<file path="src/br_pkg.sv">
`default_nettype none

package br_pkg;

	// Bit 0 inverts the test within the EQ/NE and ordered pairs
	typedef enum logic [2:0] {
		BR_NONE = 3'b000,
		BR_UNC  = 3'b001,
		BR_EQ   = 3'b010,
		BR_NE   = 3'b011,
		BR_LT   = 3'b100,
		BR_GE   = 3'b101,
		BR_LTU  = 3'b110,
		BR_GEU  = 3'b111
	} br_cond_e;

	typedef struct packed {
		br_cond_e cond;
		// JALR style target
		logic     reg_rel;
	} br_ctrl_t;

endpackage

`default_nettype wire

</file>
<file path="src/ex_pkg.sv">
`default_nettype none

package ex_pkg;

	// Codes 18 to 31 are illegal
	typedef enum logic [4:0] {
		ALU_ADD    = 5'd0,
		ALU_SUB    = 5'd1,
		ALU_XOR    = 5'd2,
		ALU_OR     = 5'd3,
		ALU_AND    = 5'd4,
		ALU_SLL    = 5'd5,
		ALU_SRL    = 5'd6,
		ALU_SRA    = 5'd7,
		ALU_SLT    = 5'd8,
		ALU_SLTU   = 5'd9,
		ALU_MUL    = 5'd10,
		ALU_MULH   = 5'd11,
		ALU_MULHSU = 5'd12,
		ALU_MULHU  = 5'd13,
		ALU_DIV    = 5'd14,
		ALU_DIVU   = 5'd15,
		ALU_REM    = 5'd16,
		ALU_REMU   = 5'd17
	} alu_func_e;

	// 2'b11 reserved
	typedef enum logic [1:0] {
		FWD_RF  = 2'd0,
		FWD_MEM = 2'd1,
		FWD_WB  = 2'd2
	} fwd_sel_e;

	typedef enum logic [1:0] {
		OPA_RS1  = 2'd0,
		OPA_PC   = 2'd1,
		OPA_ZERO = 2'd2
	} opa_sel_e;

	typedef enum logic [1:0] {
		OPB_RS2  = 2'd0,
		OPB_IMM  = 2'd1,
		OPB_FOUR = 2'd2
	} opb_sel_e;

	typedef struct packed {
		logic [31:0]       rs1_data;
		logic [31:0]       rs2_data;
		logic [31:0]       pc;
		logic [31:0]       imm;
		logic [31:0]       mem_fwd;
		logic [31:0]       wb_fwd;
		fwd_sel_e          fwd1;
		fwd_sel_e          fwd2;
		opa_sel_e          opa_sel;
		opb_sel_e          opb_sel;
		alu_func_e         func;
		br_pkg::br_ctrl_t  br;
	} ex_op_t;

	typedef struct packed {
		logic   cyc;
		logic   stb;
		ex_op_t op;
	} wb_req_t;

	typedef struct packed {
		logic        ack;
		logic        vld;
		logic [31:0] res;
		logic [31:0] mem_din;
		logic        take_br;
		logic [31:0] br_pc;
	} wb_rsp_t;

	typedef struct packed {
		logic [31:0] opa;
		logic [31:0] opb;
		logic [31:0] rs1_fwd;
	} operands_t;

endpackage

`default_nettype wire

</file>
<file path="src/divider.sv">
`default_nettype none

module divider #(
	parameter int DIV_BITS = 1
) (
	input  logic              clk,
	input  logic              arst_n,
	input  logic              start,
	input  ex_pkg::operands_t opnd,
	input  ex_pkg::alu_func_e func,
	output logic [31:0]       quotient,
	output logic [31:0]       remainder,
	output logic              busy,
	output logic              done
);

	localparam int STEPS = 32 / DIV_BITS;

	logic        is_signed;
	logic [31:0] dvd_abs;
	logic [31:0] dvs_abs;
	logic [63:0] first_step;
	logic [63:0] next_step;
	logic [31:0] rem_q;
	logic [31:0] quo_q;
	logic [31:0] dvs_q;
	logic        q_neg;
	logic        r_neg;
	logic [5:0]  cnt;

	if (DIV_BITS != 1 && DIV_BITS != 2) begin : g_bad_div_bits
		$error("divider: DIV_BITS must be 1 or 2");
	end

	// Restoring steps, dividend bits shift out of the quotient register
	function automatic logic [63:0] div_step(
		input logic [31:0] r,
		input logic [31:0] q,
		input logic [31:0] d
	);
		logic [32:0] diff;
		logic [31:0] rr;
		logic [31:0] qq;
		rr = r;
		qq = q;
		for (int i = 0; i < DIV_BITS; i++) begin
			diff = {rr, qq[31]} - {1'b0, d};
			if (!diff[32]) begin
				rr = diff[31:0];
				qq = {qq[30:0], 1'b1};
			end else begin
				rr = {rr[30:0], qq[31]};
				qq = {qq[30:0], 1'b0};
			end
		end
		return {rr, qq};
	endfunction

	assign is_signed = (func == ex_pkg::ALU_DIV) || (func == ex_pkg::ALU_REM);
	assign dvd_abs = (is_signed && opnd.opa[31]) ? -opnd.opa : opnd.opa;
	assign dvs_abs = (is_signed && opnd.opb[31]) ? -opnd.opb : opnd.opb;

	// First step is taken in the start cycle
	assign first_step = div_step(32'd0, dvd_abs, dvs_abs);
	assign next_step  = div_step(rem_q, quo_q, dvs_q);

	always_ff @(posedge clk or negedge arst_n) begin
		if (!arst_n) begin
			busy <= 1'b0;
			done <= 1'b0;
			cnt  <= 6'd0;
		end else begin
			done <= 1'b0;
			if (start) begin
				busy <= 1'b1;
				cnt  <= 6'(STEPS - 1);
			end else if (busy) begin
				cnt <= cnt - 6'd1;
				if (cnt == 6'd1) begin
					busy <= 1'b0;
					done <= 1'b1;
				end
			end
		end
	end

	always_ff @(posedge clk) begin
		if (start) begin
			{rem_q, quo_q} <= first_step;
			dvs_q          <= dvs_abs;
			// Zero divisor keeps the all-ones quotient unsigned
			q_neg <= is_signed && (opnd.opa[31] ^ opnd.opb[31]) && (|opnd.opb);
			r_neg <= is_signed && opnd.opa[31];
		end else if (busy) begin
			{rem_q, quo_q} <= next_step;
		end
	end

	// MIN / -1 falls out of the sign fix-up
	assign quotient  = q_neg ? -quo_q : quo_q;
	assign remainder = r_neg ? -rem_q : rem_q;

	a_no_restart: assert property (
		@(posedge clk) disable iff (!arst_n) start |-> !busy && !done
	) else $error("divider: start while busy");

endmodule

`default_nettype wire

</file>
<file path="src/ex_retire.sv">
`default_nettype none

module ex_retire (
	input  logic              clk,
	input  logic              arst_n,
	input  ex_pkg::wb_req_t   req,
	input  ex_pkg::operands_t opnd,
	input  logic [31:0]       mem_din,
	input  logic [31:0]       alu_res,
	input  logic              alu_legal,
	input  logic [31:0]       quotient,
	input  logic [31:0]       remainder,
	input  logic              div_done,
	output logic              div_start,
	output ex_pkg::wb_rsp_t   rsp
);

	typedef enum logic {
		ST_IDLE,
		ST_DIV_WAIT
	} state_e;

	state_e      state;
	logic        ack_q;
	logic        vld_q;
	logic        take_br_q;
	logic [31:0] res_q;
	logic [31:0] din_q;
	logic [31:0] br_pc_q;
	logic        is_div;
	logic        new_req;
	logic        finish;
	logic        vld;
	logic        take_br;
	logic [31:0] result;
	logic [31:0] br_pc;

	assign is_div = req.op.func inside {ex_pkg::ALU_DIV, ex_pkg::ALU_DIVU,
		ex_pkg::ALU_REM, ex_pkg::ALU_REMU};

	// A strobe still high in the ack cycle is the old one
	assign new_req   = req.cyc && req.stb && !ack_q && (state == ST_IDLE);
	assign div_start = new_req && is_div;
	assign finish    = (new_req && !is_div) || ((state == ST_DIV_WAIT) && div_done);

	always_comb begin
		if (!is_div) begin
			result = alu_res;
		end else if (req.op.func inside {ex_pkg::ALU_DIV, ex_pkg::ALU_DIVU}) begin
			result = quotient;
		end else begin
			result = remainder;
		end
	end

	assign vld = is_div || alu_legal;

	always_comb begin
		case (req.op.br.cond)
			br_pkg::BR_EQ, br_pkg::BR_NE: take_br = ~((|result) ^ req.op.br.cond[0]);
			br_pkg::BR_LT, br_pkg::BR_GE,
			br_pkg::BR_LTU, br_pkg::BR_GEU: take_br = result[0] ^ req.op.br.cond[0];
			br_pkg::BR_UNC: take_br = 1'b1;
			default:        take_br = 1'b0;
		endcase
		if (!vld) begin
			take_br = 1'b0;
		end
	end

	assign br_pc = req.op.br.reg_rel ? ((opnd.rs1_fwd + req.op.imm) & ~32'h1)
		: (req.op.pc + req.op.imm);

	always_ff @(posedge clk or negedge arst_n) begin
		if (!arst_n) begin
			state     <= ST_IDLE;
			ack_q     <= 1'b0;
			vld_q     <= 1'b0;
			take_br_q <= 1'b0;
		end else begin
			ack_q <= finish;
			if (div_start) begin
				state <= ST_DIV_WAIT;
			end else if (div_done) begin
				state <= ST_IDLE;
			end
			if (finish) begin
				vld_q     <= vld;
				take_br_q <= take_br;
			end
		end
	end

	always_ff @(posedge clk) begin
		if (finish) begin
			res_q   <= result;
			din_q   <= mem_din;
			br_pc_q <= br_pc;
		end
	end

	always_comb begin
		rsp.ack     = ack_q;
		rsp.vld     = vld_q;
		rsp.res     = res_q;
		rsp.mem_din = din_q;
		rsp.take_br = take_br_q;
		rsp.br_pc   = br_pc_q;
	end

	a_ack_pulse: assert property (
		@(posedge clk) disable iff (!arst_n) ack_q |=> !ack_q
	) else $error("ex_retire: ack high two cycles in a row");

	a_start_vs_ack: assert property (
		@(posedge clk) disable iff (!arst_n) !(div_start && ack_q)
	) else $error("ex_retire: divider started in the ack cycle");

endmodule

`default_nettype wire

</file>
<file path="src/ex_stage.sv">
`default_nettype none

module ex_stage (
	input  logic            clk,
	input  logic            arst_n,
	input  ex_pkg::wb_req_t wb_req,
	output ex_pkg::wb_rsp_t wb_rsp
);

	ex_pkg::operands_t opnd;
	logic [31:0]       mem_din;
	logic [31:0]       alu_res;
	logic              alu_legal;
	logic [31:0]       quotient;
	logic [31:0]       remainder;
	logic              div_start;
	logic              div_done;

	operand_mux i_opnd_mux (
		.clk     (clk),
		.op      (wb_req.op),
		.cyc_stb (wb_req.cyc && wb_req.stb),
		.opnd    (opnd),
		.mem_din (mem_din)
	);

	int_alu i_alu (
		.opnd  (opnd),
		.func  (wb_req.op.func),
		.res   (alu_res),
		.legal (alu_legal)
	);

	// One quotient bit per clock
	divider #(
		.DIV_BITS (1)
	) i_div (
		.clk       (clk),
		.arst_n    (arst_n),
		.start     (div_start),
		.opnd      (opnd),
		.func      (wb_req.op.func),
		.quotient  (quotient),
		.remainder (remainder),
		.busy      (),
		.done      (div_done)
	);

	ex_retire i_retire (
		.clk       (clk),
		.arst_n    (arst_n),
		.req       (wb_req),
		.opnd      (opnd),
		.mem_din   (mem_din),
		.alu_res   (alu_res),
		.alu_legal (alu_legal),
		.quotient  (quotient),
		.remainder (remainder),
		.div_done  (div_done),
		.div_start (div_start),
		.rsp       (wb_rsp)
	);

endmodule

`default_nettype wire

</file>
<file path="src/int_alu.sv">
`default_nettype none

module int_alu (
	input  ex_pkg::operands_t opnd,
	input  ex_pkg::alu_func_e func,
	output logic [31:0]       res,
	output logic              legal
);

	logic               sign_a;
	logic               sign_b;
	logic signed [32:0] mul_a;
	logic signed [32:0] mul_b;
	logic signed [65:0] product;

	// MULH is signed x signed, MULHSU signed x unsigned
	assign sign_b = (func == ex_pkg::ALU_MULH);
	assign sign_a = sign_b || (func == ex_pkg::ALU_MULHSU);

	// Top bit replaces the sign extension
	assign mul_a = {sign_a && opnd.opa[31], opnd.opa};
	assign mul_b = {sign_b && opnd.opb[31], opnd.opb};

	assign product = mul_a * mul_b;

	always_comb begin
		res   = 32'h0000_0000;
		legal = 1'b1;

		case (func)
			ex_pkg::ALU_ADD: begin
				res = opnd.opa + opnd.opb;
			end
			ex_pkg::ALU_SUB: begin
				res = opnd.opa - opnd.opb;
			end
			ex_pkg::ALU_XOR: begin
				res = opnd.opa ^ opnd.opb;
			end
			ex_pkg::ALU_OR: begin
				res = opnd.opa | opnd.opb;
			end
			ex_pkg::ALU_AND: begin
				res = opnd.opa & opnd.opb;
			end
			ex_pkg::ALU_SLL: begin
				res = opnd.opa << opnd.opb[4:0];
			end
			ex_pkg::ALU_SRL: begin
				res = opnd.opa >> opnd.opb[4:0];
			end
			ex_pkg::ALU_SRA: begin
				res = $signed(opnd.opa) >>> opnd.opb[4:0];
			end
			ex_pkg::ALU_SLT: begin
				res = {31'd0, $signed(opnd.opa) < $signed(opnd.opb)};
			end
			ex_pkg::ALU_SLTU: begin
				res = {31'd0, opnd.opa < opnd.opb};
			end
			ex_pkg::ALU_MUL: begin
				res = product[31:0];
			end
			ex_pkg::ALU_MULH, ex_pkg::ALU_MULHSU, ex_pkg::ALU_MULHU: begin
				res = product[63:32];
			end
			// Divides are handled by the divider
			default: begin
				legal = 1'b0;
			end
		endcase
	end

endmodule

`default_nettype wire

</file>
<file path="src/operand_mux.sv">
`default_nettype none

module operand_mux (
	input  logic              clk,
	input  ex_pkg::ex_op_t    op,
	input  logic              cyc_stb,
	output ex_pkg::operands_t opnd,
	output logic [31:0]       mem_din
);

	logic [31:0] rs1_fwd;
	logic [31:0] rs2_fwd;

	function automatic logic [31:0] fwd_pick(
		input ex_pkg::fwd_sel_e sel,
		input logic [31:0]      rf_val,
		input logic [31:0]      mem_val,
		input logic [31:0]      wb_val
	);
		case (sel)
			ex_pkg::FWD_MEM: return mem_val;
			ex_pkg::FWD_WB:  return wb_val;
			default:         return rf_val;
		endcase
	endfunction

	// Bypass first, then source select
	assign rs1_fwd = fwd_pick(op.fwd1, op.rs1_data, op.mem_fwd, op.wb_fwd);
	assign rs2_fwd = fwd_pick(op.fwd2, op.rs2_data, op.mem_fwd, op.wb_fwd);

	always_comb begin
		case (op.opa_sel)
			ex_pkg::OPA_RS1: opnd.opa = rs1_fwd;
			ex_pkg::OPA_PC:  opnd.opa = op.pc;
			default:         opnd.opa = 32'h0000_0000;
		endcase

		case (op.opb_sel)
			ex_pkg::OPB_RS2: opnd.opb = rs2_fwd;
			ex_pkg::OPB_IMM: opnd.opb = op.imm;
			default:         opnd.opb = 32'h0000_0004;
		endcase

		// Needed by JALR targets
		opnd.rs1_fwd = rs1_fwd;
	end

	// Store data always comes from the forwarded rs2
	assign mem_din = rs2_fwd;

	a_fwd_code: assert property (
		@(posedge clk) cyc_stb |-> (op.fwd1 != 2'b11) && (op.fwd2 != 2'b11)
	) else $error("operand_mux: reserved forwarding code %b/%b", op.fwd1, op.fwd2);

endmodule

`default_nettype wire

</file>
<file path="config.mk">
export PLATFORM = sky130hd
export DESIGN_NAME = ex_stage
export DESIGN_NICKNAME = d
export VERILOG_FILES = /design/src/br_pkg.sv /design/src/ex_pkg.sv /design/src/divider.sv /design/src/ex_retire.sv /design/src/ex_stage.sv /design/src/int_alu.sv /design/src/operand_mux.sv
export SDC_FILE = /design/constraint.sdc
export NUM_CORES = 2
export LEC_CHECK = 0
export BUFFER_PORTS_ARGS = -buffer_cell sky130_fd_sc_hd__buf_2
export CAP_MARGIN = 20
export CELL_PAD_IN_SITES_DETAIL_PLACEMENT = 1
export CELL_PAD_IN_SITES_GLOBAL_PLACEMENT = 2
export CORE_MARGIN = 2
export CORE_UTILIZATION = 29
export CTS_BUF_LIST = sky130_fd_sc_hd__clkbuf_4 sky130_fd_sc_hd__clkbuf_8 sky130_fd_sc_hd__clkbuf_16
export CTS_CLUSTER_SIZE = 25
export DETAILED_ROUTE_END_ITERATION = 7
export PLACE_DENSITY_LB_ADDON = 0.2
export SLEW_MARGIN = 10
export SYNTH_ARGS = -nofsm -noshare
export SYNTH_HDL_FRONTEND = slang
export SYNTH_SLANG_ARGS = --single-unit
</file>
<file path="constraint.sdc">
create_clock -name clk -period 6.02 [get_ports clk]
set_input_delay 0.301 -clock clk [delete_from_list [all_inputs] [get_ports clk]]
set_output_delay 0.301 -clock clk [all_outputs]
set_load 0.02 [all_outputs]
</file>
## Word level (Yosys, flattened, before mapping)

Index checks and enable logic that the tools add are counted.

- Bits in registers: 206
- Latch bits: 0
- Bits in writable memories: 0
- Bits in read-only memories: 0
- Output and inout port bits: 99
- Memories: 0

- Add/sub/neg operators: 11
- Multipliers: 1
- Divide/modulo/power cells: 0
- $lt $le $gt $ge: 2
- Equality and inequality tests: 31
- Shift operators: 3
- Multiplexer cells: 33
- Bitwise logic cells: 8
- Reduce and logical (&&, ||, !) cells: 31

Operators with widths:

| kind | number |
|---|---|
| 2-to-1 mux 32 bit | 13 |
| one-hot mux 32 bit (12 select lines) | 1 |
| one-hot mux 32 bit (2 select lines) | 4 |
| negator 32 bit | 4 |
| adder 32 bit | 3 |
| < comparator 32 bit | 2 |
| multiplier 33 x 33 -> 64 bit | 1 |
| OR reduction 32 bit | 2 |
| == test 5 x 4 -> 1 bit, second input constant | 8 |
| subtractor 1 x 32 -> 33 bit | 1 |
| subtractor 33 x 32 -> 33 bit | 1 |
| AND 32 bit | 1 |
| bitwise OR 32 bit | 1 |
| << shifter 32 x 5 -> 32 bit | 1 |
| >> shifter 32 x 5 -> 32 bit | 1 |
| >>> shifter 32 x 5 -> 32 bit | 1 |
| subtractor 32 bit | 1 |
| XOR 32 bit | 1 |
| == test 5 x 3 -> 1 bit, second input constant | 4 |
| OR reduction 14 bit | 1 |
| == test 3 bit, second input constant | 4 |
| logical AND 1 bit | 12 |
| 2-to-1 mux 1 bit | 12 |
| 2-to-1 mux 6 bit | 2 |
| 21 further kinds | 38 |

## Longest topological paths before layout

- Depth in word-level cells: 12
- Mapped depth: 47
- Gate-level depth less buffers: 40

## Hierarchy

A second synthesis with hierarchy kept.

- Cells, all modules: 7860
- Area, all modules: 66916.7 um^2

By module, submodules not included:

| module | instances | cells an instance | area each (um^2) |
|---|---|---|---|
| int_alu | 1 | 5581 | 46527.1 |
| divider | 1 | 1084 | 9594.2 |
| ex_retire | 1 | 741 | 7387.1 |
| operand_mux | 1 | 453 | 3402.0 |
| ex_stage | 1 | 1 | 6.3 |

## Worst setup path after synthesis

No wires, ideal clock.

- Kind: input to register
- Start: input wb_req[13] (netlist name)
- End: register i_retire.take_br_q
- Setup time: 0.127 ns
- Data arrival time: 10.844 ns
- Path slack: -4.952 ns
- Cell stages on the path: 45
- Cell sequence: inv_1 > ha_1 > buf_2 > nor3_1 > a211o_1 > buf_4 > buf_2 > buf_2 > buf_2 > buf_2 > buf_1 > clkbuf_1 > buf_1 > nor2_1 > fa_1 > inv_1 > fa_1 > inv_1 > [... 9 more ...] > inv_1 > ha_1 > clkbuf_1 > a21oi_1 > o21ai_0 > a221oi_1 > o21ai_0 > a221o_1 > or2_2 > xnor2_1 > a221o_1 > or4_1 > nor4_2 > nand4_1 > nor4_1 > and4_1 > a21oi_1 > nand3b_1

- Longest elaborated chain between the ends: 12
- Elaborated cells between the ends (all ways): 24
- Those cells by class: add/sub: 2; mul: 1; order compare: 2; eq/ne: 2; shift: 3; mux: 6; bitwise: 6; reduce/logical: 2

RTL lines:

| item | RTL line | text |
|---|---|---|
| from (decl) | ex_stage.sv:6 | `input ex_pkg::wb_req_t wb_req,` |
| == test 2 bit / == test 2 x 1 -> 1 bit (equally long branches) | operand_mux.sv:20 | `case (sel)` |
| one-hot mux 32 bit (2 select lines) * | operand_mux.sv:20 |  |
| one-hot mux 32 bit (2 select lines) * | operand_mux.sv:38 | `case (op.opb_sel)` |
| logical AND 1 bit | int_alu.sv:22 | `assign mul_b = {sign_b && opnd.opb[31], opnd.opb};` |
| multiplier 33 x 33 -> 64 bit | int_alu.sv:24 | `assign product = mul_a * mul_b;` |
| one-hot mux 32 bit (12 select lines) * | int_alu.sv:30 | `case (func)` |
| 2-to-1 mux 32 bit * | ex_retire.sv:47 | `if (!is_div) begin` |
| net i_retire.result[6] | ex_retire.sv:35 | `logic [31:0] result;` |
| OR reduction 32 bit * | ex_retire.sv:60 | `br_pkg::BR_EQ, br_pkg::BR_NE: take_br = ~((\|result) ^ req.op.br.cond[0]);` |
| XOR 1 bit * | ex_retire.sv:60 |  |
| NOT 1 bit * | ex_retire.sv:60 |  |
| one-hot mux 1 bit (3 select lines) * | ex_retire.sv:59 | `case (req.op.br.cond)` |
| 2-to-1 mux 1 bit * | ex_retire.sv:66 | `if (!vld) begin` |
| to (signal assigned) | ex_retire.sv:89 | `take_br_q <= take_br;` |
| to (decl) | ex_retire.sv:26 | `logic take_br_q;` |

The timed path passes the listed nets; every way through them passes the cells marked *.
A chain may end at the register's enable or synchronous reset.

## Worst setup path in the final report

- Start: input wb_req[15] (netlist name)
- End: register i_retire.take_br_q

- Longest elaborated chain between the ends: 12
- Elaborated cells between the ends (all ways): 24
- Those cells by class: add/sub: 2; mul: 1; order compare: 2; eq/ne: 2; shift: 3; mux: 6; bitwise: 6; reduce/logical: 2

RTL lines:

| item | RTL line | text |
|---|---|---|
| == test 2 bit / == test 2 x 1 -> 1 bit (equally long branches) | operand_mux.sv:20 |  |
| one-hot mux 32 bit (2 select lines) * | operand_mux.sv:20 |  |
| one-hot mux 32 bit (2 select lines) * | operand_mux.sv:32 | `case (op.opa_sel)` |
| logical AND 1 bit | int_alu.sv:21 | `assign mul_a = {sign_a && opnd.opa[31], opnd.opa};` |
| multiplier 33 x 33 -> 64 bit | int_alu.sv:24 |  |
| one-hot mux 32 bit (12 select lines) * | int_alu.sv:30 |  |
| 2-to-1 mux 32 bit * | ex_retire.sv:47 |  |
| net i_retire.result[6] | ex_retire.sv:35 |  |
| OR reduction 32 bit * | ex_retire.sv:60 |  |
| XOR 1 bit * | ex_retire.sv:60 |  |
| NOT 1 bit * | ex_retire.sv:60 |  |
| one-hot mux 1 bit (3 select lines) * | ex_retire.sv:59 |  |
| 2-to-1 mux 1 bit * | ex_retire.sv:66 |  |

Marks and branches as above.

==> impl_metrics.env <==
export IMPL_drtIter0Drc=5447
export IMPL_synth_avg_cell_area_um2=8.360
export IMPL_core_mm2=0.2221
export IMPL_cts_root_buf="clkbuf_16"
export IMPL_htreeDepth=1
export IMPL_row_count=173
export IMPL_setup_viol_count_final=35
export IMPL_clock_latency_ns=0.68
export IMPL_cts_sinks=206
export IMPL_dr_total_vias=66690
export IMPL_grt_antenna_before_repair=27
export IMPL_cp_slowest_cell="or4_4"
export IMPL_rsz0062_at_grt="yes"
export IMPL_final_cell_mix="buf_4, inv_1, fa_1"
export IMPL_final_common_cell="buf_4"
export IMPL_clk_pin_slew_ns=0.06
export IMPL_p_leak_nw=41.30
export IMPL_first_pass_iters=5
export IMPL_cts_tree="built"
export IMPL_post_dp_cell_area_mm2=0.08253
export IMPL_finalWeightedCongestion=0.9865
export IMPL_period_minus_slack_ns=10.13
export IMPL_die_area_mm2=0.2271
export IMPL_hold_violations=0
export IMPL_max_freq_mhz=98.69
export IMPL_status="finished with violations"
export IMPL_final_area_mm2=0.08900
export IMPL_finalCritPeriodShare_pct=168.3
export IMPL_cpMostUsedCell="fa_1"
export IMPL_setup_slack_ns=-4.113
export IMPL_slew_headroom_pct=17.48
export IMPL_dp_hpwl_um=334300
export IMPL_vias_per_cell=5.353
export IMPL_maxCapViolCount=0
export IMPL_arrival_ns=10.67
export IMPL_syn2layout_area_growth_pct=37.41
export IMPL_drt_antenna_violating_nets=0
export IMPL_crit_type="in2reg"
export IMPL_max_stage_delay_ns=0.55
export IMPL_peakVddDrop_mv=0.6430
export IMPL_path_max_fanout=9
export IMPL_seq_area_frac_synth_pct=9.458
export IMPL_syn_area_mm2=0.06477
export IMPL_drive_gt1_share_pct=31.05
export IMPL_numCtsBuffers=29
export IMPL_chipWidth_um=476.6
export IMPL_clk_path_buf_depth=3
export IMPL_synth_cell_types=105
export IMPL_async_reset_ff_share_pct=5.825
export IMPL_die_y_um=476.6
export IMPL_violations="negative setup slack"
export IMPL_crit_path_start_kind="primary input"
export IMPL_tightest_slew_ns=1.236
export IMPL_grt_pass1_vias=71990
export IMPL_final_util_pct=40.07
export IMPL_pwr_density_cell_mw_per_mm2=359.2
export IMPL_end_kind="flop"
export IMPL_portBuffers=311
export IMPL_fillers=25940
export IMPL_nNetsFinal=11210
export IMPL_initial_core_util_pct=29.16
export IMPL_drc_errors=0
export IMPL_routedWlPerCell_um=31.84
export IMPL_io_pins=312
export IMPL_synth_ff_type="edfxtp_1"
export IMPL_hold_class="in2reg"
export IMPL_ys_warn_count=0
export IMPL_grt_max_degree=78
export IMPL_grt_use_total_pct=34.25
export IMPL_grt_overflow_total=0
export IMPL_required_ns=6.56
export IMPL_synth_cells=7747
export IMPL_drv_slew=0
export IMPL_wirelength_um=396800
export IMPL_syn_num_nets=9503
export IMPL_grt_first_pass_wirelength_um=554900
export IMPL_ys_ff_latch=206
export IMPL_synth_edf_count=194
export IMPL_final_setup_skew_ns=0.02554
[sequential cells by signal (all words and copies together) (netlist names), 6 cells and up]
| register | flops |
|---|---|
| i_div.dvs_q | 32 |
| i_div.cnt | 6 |
| i_retire.res_q | 32 |
| i_div.quo_q | 32 |
| i_retire.din_q | 32 |
| i_retire.br_pc_q | 32 |
| i_div.rem_q | 32 |
[Yosys cell counts (34+ instances only)]
master       n  area [um^2]
a221o_1     37        370.4
nand2_1   1061         3983
o22ai_1     48        300.3
nand3_1    104        520.5
a21oi_1    291         1456
a221oi_1    39        341.6
o21ai_0    294         1471
buf_2       65        325.3
a21o_1      64        480.5
o31ai_1     46        345.3
a31oi_1     42        262.8
nor2_1     715         2684
nand2b_1    34        212.7
nor3_1     119        595.6
o211ai_1    55        412.9
xor2_1      74        648.1
buf_1       89        334.1
edfxtp_1   194         5826
mux2i_1    132         1321
inv_1     1294         4857
nor2b_1     60        375.4
a22oi_1     56        420.4
mux2_2      57        641.9
fa_1      1130        22620
ha_1       413         5167
a22o_1      35        306.5
xnor2_1    188         1647
clkbuf_1   295         1107
or3_1       61        381.6
a211oi_1    54        405.4
[routing by layer]
| layer | share of wire (%) | wire length (um) | global-route usage, % |
|---|---|---|---|
| met1 | 43 | 172200 | 45.98 |
| met4 | 5.2 | 20630 | 14.06 |
| met5 | 0.023 | 91 | 0 |
| met3 | 5.6 | 22110 | 4.049 |
| met2 | 46 | 181800 | 55.85 |
[worst paths after layout]
kind / depth (start not counted) / slack, ns / start / end
worst max-delay path: 40 / -4.11 / wb_req[15] / i_retire.take_br_q
worst min-delay path: 3 / 0.04 / wb_req[148] / i_retire.din_q[3]
worst max register to register: 19 / 0.34 / i_div.rem_q[1] / i_retire.take_br_q
worst min register to register: 1 / 0.51 / i_retire.vld_q / i_retire.vld_q
max in group asynchronous: 2 / 5.52 / arst_n / i_retire.take_br_q
min in group asynchronous: 2 / 0.15 / arst_n / i_retire.vld_q
[kinds of logic (layout without fill, tap and decap cells)]
group | Yosys count | after routing | share of synthesized area (%)
AOI/OAI and AO/OA | 1343 | 1343 | 13.99
xor gates and xnor gates | 262 | 262 | 3.543
adders and majority gates | 1543 | 1543 | 42.91
buffers and inverters | 1797 | 3528 | 10.67
DFF | 206 | 206 | 9.458
muxes | 193 | 193 | 3.112
other | 0 | 6 | 0
and+or+nand+nor | 2403 | 2403 | 16.33
[area by class of cell]
class                           count  area (um^2)  share of cell area [%]
Tap cell                         2975         3722                   4.183
Clock buffer                       34        763.2                  0.8576
Clock inverter                     17        175.2                  0.1968
Sequential cell                   206         6126                   6.883
Antenna cell                        6        15.01                 0.01687
Timing Repair Buffer             2146        18040                   20.27
Multi-Input combinational cell   5744        54980                   61.78
Inverter                         1331         5176                   5.816
[report_power, final]
part           internal, mW  switching (mW)
clock                  1.03           0.798
combinational          11.6            16.0
sequential             2.15           0.415
total                  14.8            17.2
[worst max-delay path: cells and delay by family]
kind,cells,cell delay [ns]
buffers and inverters,12,1.49
XOR/XNOR,1,0.16
adder cells (fa/ha/maj),10,4.24
AND/OR/NAND/NOR,9,2.73
AO/OA/AOI/OAI,8,1.74
[repair_timing]
action / CTS / global route
setup buffers: 164 / 69
gates resized for setup: 570 / 293
hold buffers: 3 / 0
setup endpoints to repair: 49 / 49
pin swaps: 222 / 174
endpoints found under the hold margin: 14 / 0
gates cloned: 5 / 2
[stage by stage]
stage / setup slack [ns] / power [mW] / setup TNS, ns / hold WS, ns / std cells
floorplan: -3.734 / 14.10 / -87.11 / 0.005409 / 7747
detailed placement: -5.310 / 25.74 / -151.32 / 0.3097 / 12190
finish: -4.113 / 31.97 / -96.14 / 0.04158 / 12460
global placement: -5.207 / 25.49 / -147.00 / 0.2978 / 12190
global route: -4.297 / 33.64 / -104.11 / 0.05698 / 12460
CTS: -4.023 / 30.04 / -93.27 / 0.006125 / 12390
(Power assumes the default switching activity.)
